**config.mk**
```make
export PLATFORM = sky130hd
export DESIGN_NAME = obi_observer
export DESIGN_NICKNAME = d
export VERILOG_FILES = /design/src/verilog/obi_observer_pkg.sv /design/src/verilog/obi_phase_tracker.sv /design/src/verilog/trap_req_checker.sv /design/src/verilog/observer_config_regs.sv /design/src/verilog/obi_observer.sv
export SDC_FILE = /design/constraint.sdc
export NUM_CORES = 1
export LEC_CHECK = 0
export BUFFER_PORTS_ARGS = -buffer_cell sky130_fd_sc_hd__buf_2
export CAP_MARGIN = 20
export CORE_MARGIN = 2
export CORE_UTILIZATION = 40
export CTS_CLUSTER_SIZE = 20
export DETAILED_ROUTE_END_ITERATION = 12
export GPL_TIMING_DRIVEN = 0
export PLACE_DENSITY = 0.69
export SYNTH_ARGS = -nofsm -noshare
export SYNTH_HDL_FRONTEND = slang
export SYNTH_SLANG_ARGS = --single-unit
```
**constraint.sdc**
```tcl
create_clock -name clk_i -period 2.79 [get_ports clk_i]
set_clock_uncertainty 0.2 [all_clocks]
set_input_delay 0.1395 -clock clk_i [delete_from_list [all_inputs] [get_ports clk_i]]
set_output_delay 0.1395 -clock clk_i [all_outputs]
set_load 0.1 [all_outputs]
```
**src/verilog/obi_observer_pkg.sv**
```systemverilog
package obi_observer_pkg;

  // ------------------------------------------------
  // Core program counter redirect targets
  // ------------------------------------------------

  // Encoding of the PC mux select driven by the core controller
  // Only the exception and bus error targets are treated as traps
  typedef enum logic [2:0] {
    PC_BOOT     = 3'd0,
    PC_JUMP     = 3'd1,
    PC_BRANCH   = 3'd2,
    PC_MRET     = 3'd3,
    PC_TRAP_EXC = 3'd4,
    PC_TRAP_DBE = 3'd5,
    PC_TRAP_IRQ = 3'd6,
    PC_TRAP_NMI = 3'd7
  } pc_mux_e;

  // ------------------------------------------------
  // Violation reporting
  // ------------------------------------------------

  // One bit per protocol violation kind
  typedef logic [3:0] viol_t;

  // Response accepted with no address phase outstanding
  localparam int unsigned VIOL_RSP_NO_ADDR    = 0;
  // Address phase accepted while the outstanding count sits at the limit
  localparam int unsigned VIOL_OVERFLOW       = 1;
  // Request withdrawn before it was granted
  localparam int unsigned VIOL_REQ_DROP       = 2;
  // Granted data request seen after a trap and before the next retire
  localparam int unsigned VIOL_REQ_AFTER_TRAP = 3;

  // ------------------------------------------------
  // Configuration register map
  // ------------------------------------------------

  typedef logic [1:0] reg_addr_t;
  typedef logic [7:0] reg_data_t;

  // Enable mask in the low nibble
  localparam reg_addr_t REG_CTRL   = 2'd0;
  // Outstanding transaction limit
  localparam reg_addr_t REG_LIMIT  = 2'd1;
  // Sticky violation bits, cleared by writing a one
  localparam reg_addr_t REG_STATUS = 2'd2;
  // Live outstanding count, read only
  localparam reg_addr_t REG_COUNT  = 2'd3;

endpackage

```
**src/verilog/obi_phase_tracker.sv**
```systemverilog
`timescale 1ns/1ps

module obi_phase_tracker #(
  parameter int unsigned CNT_W = 4
) (
  input  logic             clk_i,
  input  logic             rst_ni,
  input  logic             obi_req_i,
  input  logic             obi_gnt_i,
  input  logic             obi_rvalid_i,
  input  logic             obi_rready_i,
  input  logic [CNT_W-1:0] limit_i,
  output logic             addr_ph_cont_o,
  output logic             resp_ph_cont_o,
  output logic [CNT_W-1:0] outstanding_o,
  output logic [2:0]       viol_o
);

  // An address phase completes on request and grant together
  logic addr_acc;
  // A response phase completes on valid and ready together
  logic rsp_acc;
  // Counter has reached the top of its range
  logic cnt_full;
  // Nothing outstanding right now
  logic cnt_empty;

  assign addr_acc  = obi_req_i & obi_gnt_i;
  assign rsp_acc   = obi_rvalid_i & obi_rready_i;
  assign cnt_full  = (outstanding_o == {CNT_W{1'b1}});
  assign cnt_empty = (outstanding_o == '0);

  // ------------------------------------------------
  // Phase continuation flags
  // ------------------------------------------------

  // A request without grant means the address phase runs into the next cycle
  // Likewise a valid response held off by a low ready
  always_ff @(posedge clk_i or negedge rst_ni) begin
    if (!rst_ni) begin
      addr_ph_cont_o <= 1'b0;
      resp_ph_cont_o <= 1'b0;
    end else begin
      addr_ph_cont_o <= obi_req_i & ~obi_gnt_i;
      resp_ph_cont_o <= obi_rvalid_i & ~obi_rready_i;
    end
  end

  // ------------------------------------------------
  // Outstanding transaction counter
  // ------------------------------------------------

  // Address and response in the same cycle cancel out and leave the count as is
  always_ff @(posedge clk_i or negedge rst_ni) begin
    if (!rst_ni) begin
      outstanding_o <= '0;
    end else if (addr_acc && !rsp_acc) begin
      // Saturate rather than wrap
      if (!cnt_full) begin
        outstanding_o <= outstanding_o + 1'b1;
      end
    end else if (rsp_acc && !addr_acc) begin
      // A stray response must not underflow the counter
      if (!cnt_empty) begin
        outstanding_o <= outstanding_o - 1'b1;
      end
    end
  end

  // ------------------------------------------------
  // Violation pulses
  // ------------------------------------------------

  // Each pulse lasts one cycle and lands one edge after the offending bus cycle
  // The drop check reuses the address continuation flag as the memory of
  // an ungranted request in the previous cycle
  always_ff @(posedge clk_i or negedge rst_ni) begin
    if (!rst_ni) begin
      viol_o <= '0;
    end else begin
      viol_o[obi_observer_pkg::VIOL_RSP_NO_ADDR] <= rsp_acc & cnt_empty & ~addr_acc;
      viol_o[obi_observer_pkg::VIOL_OVERFLOW]    <= addr_acc & (outstanding_o == limit_i);
      viol_o[obi_observer_pkg::VIOL_REQ_DROP]    <= addr_ph_cont_o & ~obi_req_i;
    end
  end

  // Only an accepted response may ever bring the count down
  property p_cnt_no_drop_without_rsp;
    @(posedge clk_i) disable iff (!rst_ni)
      !rsp_acc |=> (outstanding_o >= $past(outstanding_o));
  endproperty

  a_cnt_no_drop_without_rsp : assert property (p_cnt_no_drop_without_rsp)
    else $error("Outstanding count fell without an accepted response");

endmodule

```
**src/verilog/trap_req_checker.sv**
```systemverilog
`timescale 1ns/1ps

module trap_req_checker (
  input  logic                      clk_i,
  input  logic                      rst_ni,
  input  logic                      obi_req_i,
  input  logic                      obi_gnt_i,
  input  logic                      pc_set_i,
  input  obi_observer_pkg::pc_mux_e pc_mux_i,
  input  logic                      retire_i,
  output logic                      req_after_trap_o,
  output logic                      viol_pulse_o
);

  // Grant seen in the previous cycle
  logic gnt_q;
  // Set between a taken trap and the next retired instruction
  logic trap_active_q;
  // Next value of the req_after_trap level
  logic req_after_trap_d;
  logic trap_redirect;
  // A request following a completed address phase counts as a new request
  logic new_req;

  // Interrupts and NMIs are not of interest, only synchronous traps
  assign trap_redirect = pc_set_i &
                         ((pc_mux_i == obi_observer_pkg::PC_TRAP_EXC) ||
                          (pc_mux_i == obi_observer_pkg::PC_TRAP_DBE));
  assign new_req       = obi_req_i & gnt_q;

  // ------------------------------------------------
  // Next-state of the output level
  // ------------------------------------------------

  // Trap takes priority over retire, retire over the ongoing watch
  always_comb begin
    req_after_trap_d = req_after_trap_o;
    if (trap_redirect) begin
      if (new_req) begin
        req_after_trap_d = 1'b1;
      end
    end else if (retire_i) begin
      req_after_trap_d = 1'b0;
    end else if (trap_active_q && new_req) begin
      req_after_trap_d = 1'b1;
    end
  end

  always_ff @(posedge clk_i or negedge rst_ni) begin
    if (!rst_ni) begin
      gnt_q            <= 1'b0;
      trap_active_q    <= 1'b0;
      req_after_trap_o <= 1'b0;
      viol_pulse_o     <= 1'b0;
    end else begin
      gnt_q            <= obi_gnt_i;
      req_after_trap_o <= req_after_trap_d;
      // The pulse marks the same edge on which the level goes high
      viol_pulse_o     <= req_after_trap_d & ~req_after_trap_o;
      if (trap_redirect) begin
        trap_active_q <= 1'b1;
      end else if (retire_i) begin
        trap_active_q <= 1'b0;
      end
    end
  end

  // A retire with no trap alongside it closes the window
  property p_retire_clears;
    @(posedge clk_i) disable iff (!rst_ni)
      (retire_i && !trap_redirect) |=> !req_after_trap_o;
  endproperty

  a_retire_clears : assert property (p_retire_clears)
    else $error("req_after_trap still high after a retire");

endmodule

```
**src/verilog/observer_config_regs.sv**
```systemverilog
`timescale 1ns/1ps

module observer_config_regs #(
  parameter int unsigned CNT_W = 4
) (
  input  logic                        clk_i,
  input  logic                        rst_ni,
  input  logic                        wr_en_i,
  input  obi_observer_pkg::reg_addr_t wr_addr_i,
  input  obi_observer_pkg::reg_data_t wr_data_i,
  input  logic                        rd_en_i,
  input  obi_observer_pkg::reg_addr_t rd_addr_i,
  input  obi_observer_pkg::viol_t     viol_i,
  input  logic [CNT_W-1:0]            outstanding_i,
  output logic [CNT_W-1:0]            limit_o,
  output obi_observer_pkg::reg_data_t rd_data_o,
  output logic                        irq_o
);

  // Per-violation enable mask
  obi_observer_pkg::viol_t ctrl_q;
  // Sticky violation bits
  obi_observer_pkg::viol_t status_q;
  obi_observer_pkg::viol_t status_d;
  // Bits to clear on a status write
  obi_observer_pkg::viol_t status_clr;
  // Enabled violations arriving this cycle
  obi_observer_pkg::viol_t status_set;

  logic wr_ctrl;
  logic wr_limit;
  logic wr_status;

  // Register values widened to the data bus for readback
  obi_observer_pkg::reg_data_t limit_ext;
  obi_observer_pkg::reg_data_t count_ext;
  obi_observer_pkg::reg_data_t rd_mux;

  // ------------------------------------------------
  // Write decode
  // ------------------------------------------------

  // Writes to the count register fall through without effect
  assign wr_ctrl   = wr_en_i && (wr_addr_i == obi_observer_pkg::REG_CTRL);
  assign wr_limit  = wr_en_i && (wr_addr_i == obi_observer_pkg::REG_LIMIT);
  assign wr_status = wr_en_i && (wr_addr_i == obi_observer_pkg::REG_STATUS);

  assign status_clr = wr_status ? wr_data_i[3:0] : '0;
  assign status_set = viol_i & ctrl_q;
  // OR-ing the set after the clear lets a new violation win over W1C
  assign status_d   = (status_q & ~status_clr) | status_set;

  always_ff @(posedge clk_i or negedge rst_ni) begin
    if (!rst_ni) begin
      ctrl_q   <= '1;
      limit_o  <= '1;
      status_q <= '0;
      irq_o    <= 1'b0;
    end else begin
      if (wr_ctrl) begin
        ctrl_q <= wr_data_i[3:0];
      end
      if (wr_limit) begin
        limit_o <= wr_data_i[CNT_W-1:0];
      end
      status_q <= status_d;
      // Interrupt follows the status register by one edge
      irq_o    <= |status_q;
    end
  end

  // ------------------------------------------------
  // Read path
  // ------------------------------------------------

  // Zero-extend the narrow fields to the data width
  always_comb begin
    limit_ext                = '0;
    limit_ext[CNT_W-1:0]     = limit_o;
    count_ext                = '0;
    count_ext[CNT_W-1:0]     = outstanding_i;
  end

  always_comb begin
    unique case (rd_addr_i)
      obi_observer_pkg::REG_CTRL:   rd_mux = {4'b0000, ctrl_q};
      obi_observer_pkg::REG_LIMIT:  rd_mux = limit_ext;
      obi_observer_pkg::REG_STATUS: rd_mux = {4'b0000, status_q};
      default:                      rd_mux = count_ext;
    endcase
  end

  // Read data only changes when a read is issued
  always_ff @(posedge clk_i or negedge rst_ni) begin
    if (!rst_ni) begin
      rd_data_o <= '0;
    end else if (rd_en_i) begin
      rd_data_o <= rd_mux;
    end
  end

  // A masked violation must never reach the sticky status
  property p_masked_bit_stays_low;
    @(posedge clk_i) disable iff (!rst_ni)
      1'b1 |=> ((status_q & ~$past(status_q) & ~$past(ctrl_q)) == '0);
  endproperty

  a_masked_bit_stays_low : assert property (p_masked_bit_stays_low)
    else $error("Status bit set while its enable bit was clear");

endmodule

```
**src/verilog/obi_observer.sv**
```systemverilog
`timescale 1ns/1ps

module obi_observer #(
  parameter int unsigned CNT_W = 4
) (
  input  logic                        clk_i,
  input  logic                        rst_ni,
  // Data side OBI wires, observed only
  input  logic                        obi_req_i,
  input  logic                        obi_gnt_i,
  input  logic                        obi_rvalid_i,
  input  logic                        obi_rready_i,
  // Core controller and retire information
  input  logic                        pc_set_i,
  input  obi_observer_pkg::pc_mux_e   pc_mux_i,
  input  logic                        retire_i,
  // Register access
  input  logic                        wr_en_i,
  input  obi_observer_pkg::reg_addr_t wr_addr_i,
  input  obi_observer_pkg::reg_data_t wr_data_i,
  input  logic                        rd_en_i,
  input  obi_observer_pkg::reg_addr_t rd_addr_i,
  output logic                        addr_ph_cont_o,
  output logic                        resp_ph_cont_o,
  output logic [CNT_W-1:0]            outstanding_o,
  output logic                        req_after_trap_o,
  output obi_observer_pkg::reg_data_t rd_data_o,
  output logic                        irq_o
);

  // Limit from the register block back to the tracker
  logic [CNT_W-1:0]        limit;
  // The three bus violations from the tracker
  logic [2:0]              tracker_viol;
  logic                    trap_viol;
  // All four pulses in status bit order
  obi_observer_pkg::viol_t viol_all;

  assign viol_all[2:0] = tracker_viol;
  assign viol_all[obi_observer_pkg::VIOL_REQ_AFTER_TRAP] = trap_viol;

  obi_phase_tracker #(
    .CNT_W (CNT_W)
  ) u_phase_tracker (
    .clk_i          (clk_i),
    .rst_ni         (rst_ni),
    .obi_req_i      (obi_req_i),
    .obi_gnt_i      (obi_gnt_i),
    .obi_rvalid_i   (obi_rvalid_i),
    .obi_rready_i   (obi_rready_i),
    .limit_i        (limit),
    .addr_ph_cont_o (addr_ph_cont_o),
    .resp_ph_cont_o (resp_ph_cont_o),
    .outstanding_o  (outstanding_o),
    .viol_o         (tracker_viol)
  );

  trap_req_checker u_trap_req_checker (
    .clk_i            (clk_i),
    .rst_ni           (rst_ni),
    .obi_req_i        (obi_req_i),
    .obi_gnt_i        (obi_gnt_i),
    .pc_set_i         (pc_set_i),
    .pc_mux_i         (pc_mux_i),
    .retire_i         (retire_i),
    .req_after_trap_o (req_after_trap_o),
    .viol_pulse_o     (trap_viol)
  );

  observer_config_regs #(
    .CNT_W (CNT_W)
  ) u_config_regs (
    .clk_i         (clk_i),
    .rst_ni        (rst_ni),
    .wr_en_i       (wr_en_i),
    .wr_addr_i     (wr_addr_i),
    .wr_data_i     (wr_data_i),
    .rd_en_i       (rd_en_i),
    .rd_addr_i     (rd_addr_i),
    .viol_i        (viol_all),
    .outstanding_i (outstanding_o),
    .limit_o       (limit),
    .rd_data_o     (rd_data_o),
    .irq_o         (irq_o)
  );

endmodule

```
==> out/results.txt <==
RR Startpoint = u_phase_tracker.outstanding_o[1]$_DFFE_PN0P_
Mapped Cells = 113
Worst-path cell chain = dlygate4sd3_1 -> buf_2 -> and2_1 -> ha_1 -> inv_1 -> ha_1 -> a21o_1 -> a21oi_1 -> mux2_2 -> o211ai_1
Synth cell types = 35
Critical Path Start Type = primary input
Final HPWL DP = 2024 µm
Arrival time worst endpoint = 2.55 ns
Share of cells above drive strength 1 = 0.4167
CTS root buffer = clkbuf_8
Share of the synthesized area in the top cell type = 0.3751
Worst-path maximum fanout = 5
Clock sink total = 30
Headroom to the max-slew limit = 0.5032
Final Cell Area = 1904 µm²
Via Count = 1049
Mux contribution to synthesized area = 0.1858
Register clock-pin slew on the reported worst setup and hold paths = 0.05 ns
R2R setup slack = 0.76 ns
Setup TNS = 0 ns
CP max-delay cell = dlygate4sd3_1
Max Slew Vio Count = 0
Synth top area cells = dfrtp_1 (38%), dfstp_2 (14%), mux2_2 (12%)
Dominant combinational cell family by area after synthesis = multiplexers
IO buf count = 31
Pre-CTS WS = 0.4973 ns
CP peak stage delay = 0.53 ns
H-tree Lvls = 2
Gp weighted congestion = 0.6954
Detailed-route vias per instance = 4.856
Max clock buf depth = 2
TritonRoute pass-1 iters = 4
Vias in the first global route = 1046
Die area = 4170 µm²
RR Endpoint = u_phase_tracker.outstanding_o[3]$_DFFE_PN0P_
Final ANT Viol Nets = 0
Max Freq = 0.3919 GHz
Die H = 64.58 µm
Yosys warnings = 0
Gr ovfl total = 0
DRC = 0
Final setup vio count = 0
Area delta synth->final = 29.75%
Number of diodes = 0
Final WL = 2806 µm
Min-Delay Path Class = primary input to register
Total CTS buffers = 5
Crit share post-route = 0.9146
Dpl cell area = 1694 µm²
Post-synth EDFFs = 0
Synth area leader = dfrtp_1
Fraction of registers with async set/reset = 1.000
Min-Delay Endpoint = u_trap_req_checker.viol_pulse_o$_DFF_PN0_
Commonest cells in the netlist = dfrtp_1 (22), mux2_2 (15), nand2_1 (10), dfstp_2 (8)
Total track usage = 0.1532
Initial antenna violation count = 0
Compound-cell area share of the yosys netlist = 0.06905
Num rows = 22
I/O Pins = 41
Peak VDD IR = 0.4729 mV
Ys flop type = dfrtp_1
Clk_lat worst skew = 0.28 ns
Placed insts = 195
CP required = 2.79 ns
First-pass GRT wire length = 4747 µm
Core footprint = 3606 µm²
Leakage power = 0.8778 nW
Synthesized cell area = 1468 µm²
Count leader, synth = dfrtp_1
Die Wd = 64.58 µm
Reg2Reg Depth = 5
HP Start = pc_mux_i[1]
Fin util = 0.5281
TritonCTS clock tree = done
Nets = 196
Seq/Total Area, Yosys = 0.5183
Worst-Margin Slew = 0.7436 ns
Outcome = completed
DR iter-0 viols = 18
WHS Path Cells = 4
Critical path type = primary input to register
CP endpoint kind = register
Final Worst Setup Slack = 0.2383 ns
Period minus WS final = 2.552 ns
RSZ-0062 raised after global routing = no
Pwr/cell area = 1026 nW/µm²
Initial Utilization = 0.4070
Max-cap check violation count = 0
Syn Area/Cell = 12.99 µm²
Seq cells post-synth = 30
Post-Synth XOR/XNOR Area = 0.02984
Hold Vio Cnt, Final = 0
Pin count of the biggest net entering global routing = 31
Adder-cell share of the synthesized area = 0.03922
Cell mode on critical path = ha_1
WL/cell = 12.99 µm
Synth Area in Simple Gates = 0.1091
Final std cells w/o fill = 216
-- worst max-delay path: cells and delay by family --
kind,cells,cell delay (ns)
and+or+nand+nor,1,0.20
adders and majority gates,2,0.52
AOI/OAI and AO/OA,3,0.50
muxes,1,0.37
buffers and inverters,3,0.82
-- metal layers --
metal,GRT usage,routed length [µm],part of all wire,up-vias
met4,0.08245,58,0.021,0
met1,0.1853,1304,0.46,505
met2,0.2448,1284,0.46,31
li1,-,-,-,507
met5,0,0,0,-
met3,0.04688,159,0.057,6
-- cell usage in the layout (no fill, tap or decap), types with 3 or more instances in the layout --
cell           count
a22o_1             4
xor2_1             4
nor3_1             4
mux4_2             3
conb_1             4
a21oi_1            4
clkbuf_1           3
nor2b_1            3
buf_2             31
dlygate4sd3_1     13
clkbuf_8           5
dfstp_2            8
mux2_2            15
ha_1               3
nand2_1           10
dfrtp_1           22
buf_4              4
inv_1              4
-- stage by stage --
| step | hold slack (ns) | power [W] |
|---|---|---|
| 2_1_floorplan | -0.3561 | 0.001450 |
| 3_3_place_gp | -0.004813 | 0.001602 |
| 3_5_place_dp | 0.008298 | 0.001627 |
| 4_1_cts | 0.05039 | 0.001976 |
| 5_1_grt | 0.1063 | 0.002067 |
| 6_report | 0.05447 | 0.001955 |
-- worst max path at each step --
stage / start / endpoint / cells after the start / slack, ns
after floorplan: u_phase_tracker.outstanding_o[1]$_DFFE_PN0P_ / u_phase_tracker.outstanding_o[3]$_DFFE_PN0P_ / 5 / 0.29
after global placement: obi_req_i / u_phase_tracker.outstanding_o[3]$_DFFE_PN0P_ / 9 / 0.54
after detailed placement: obi_req_i / u_phase_tracker.outstanding_o[3]$_DFFE_PN0P_ / 9 / 0.50
after CTS: obi_req_i / u_phase_tracker.outstanding_o[3]$_DFFE_PN0P_ / 10 / 0.23
after global routing: obi_req_i / u_phase_tracker.outstanding_o[3]$_DFFE_PN0P_ / 10 / 0.1
final: obi_req_i / u_phase_tracker.outstanding_o[3]$_DFFE_PN0P_ / 10 / 0.24
-- sequential cells by signal, indices dropped and copies added (netlist names) --
register                             flops
u_config_regs.ctrl_q                     4
u_config_regs.limit_o                    4
u_config_regs.rd_data_o                  4
u_config_regs.status_q                   4
u_phase_tracker.outstanding_o            4
u_phase_tracker.viol_o                   3
u_config_regs.irq_o                      1
u_phase_tracker.addr_ph_cont_o           1
u_phase_tracker.resp_ph_cont_o           1
u_trap_req_checker.gnt_q                 1
u_trap_req_checker.req_after_trap_o      1
u_trap_req_checker.trap_active_q         1
u_trap_req_checker.viol_pulse_o          1
-- cells by family after synthesis --
group | Yosys count
buffers and inverters | 10
AOI/OAI and AO/OA | 14
and+or+nand+nor | 29
DFF | 30
other | 1
adders and majority gates | 4
muxes | 20
xor gates and xnor gates | 5
-- power by group --
group	total, W	internal [W]	switching [W]
Combinational	0.000962	0.000288	0.000674
Clock	0.000325	0.000176	0.000149
Sequential	0.000667	0.000560	0.000107
-- timing repair --
item	4_1_cts	5_1_grt
buffers inserted	0	0
hold buffers	13	0
hold endpoints to repair	46	0
gates resized for setup	0	0
-- cell type report --
| type | count | area, µm² |
|---|---|---|
| tap | 48 | 60.06 |
| timing repair buffer | 44 | 285.3 |
| multi-input combinational | 76 | 650.6 |
| inverter | 4 | 15.01 |
| fill | 342 | 1702 |
| sequential | 30 | 760.7 |
| buffer | 6 | 52.55 |
| clock buffer | 8 | 80.08 |
No activity file was read; power rests on OpenSTA's default activity.
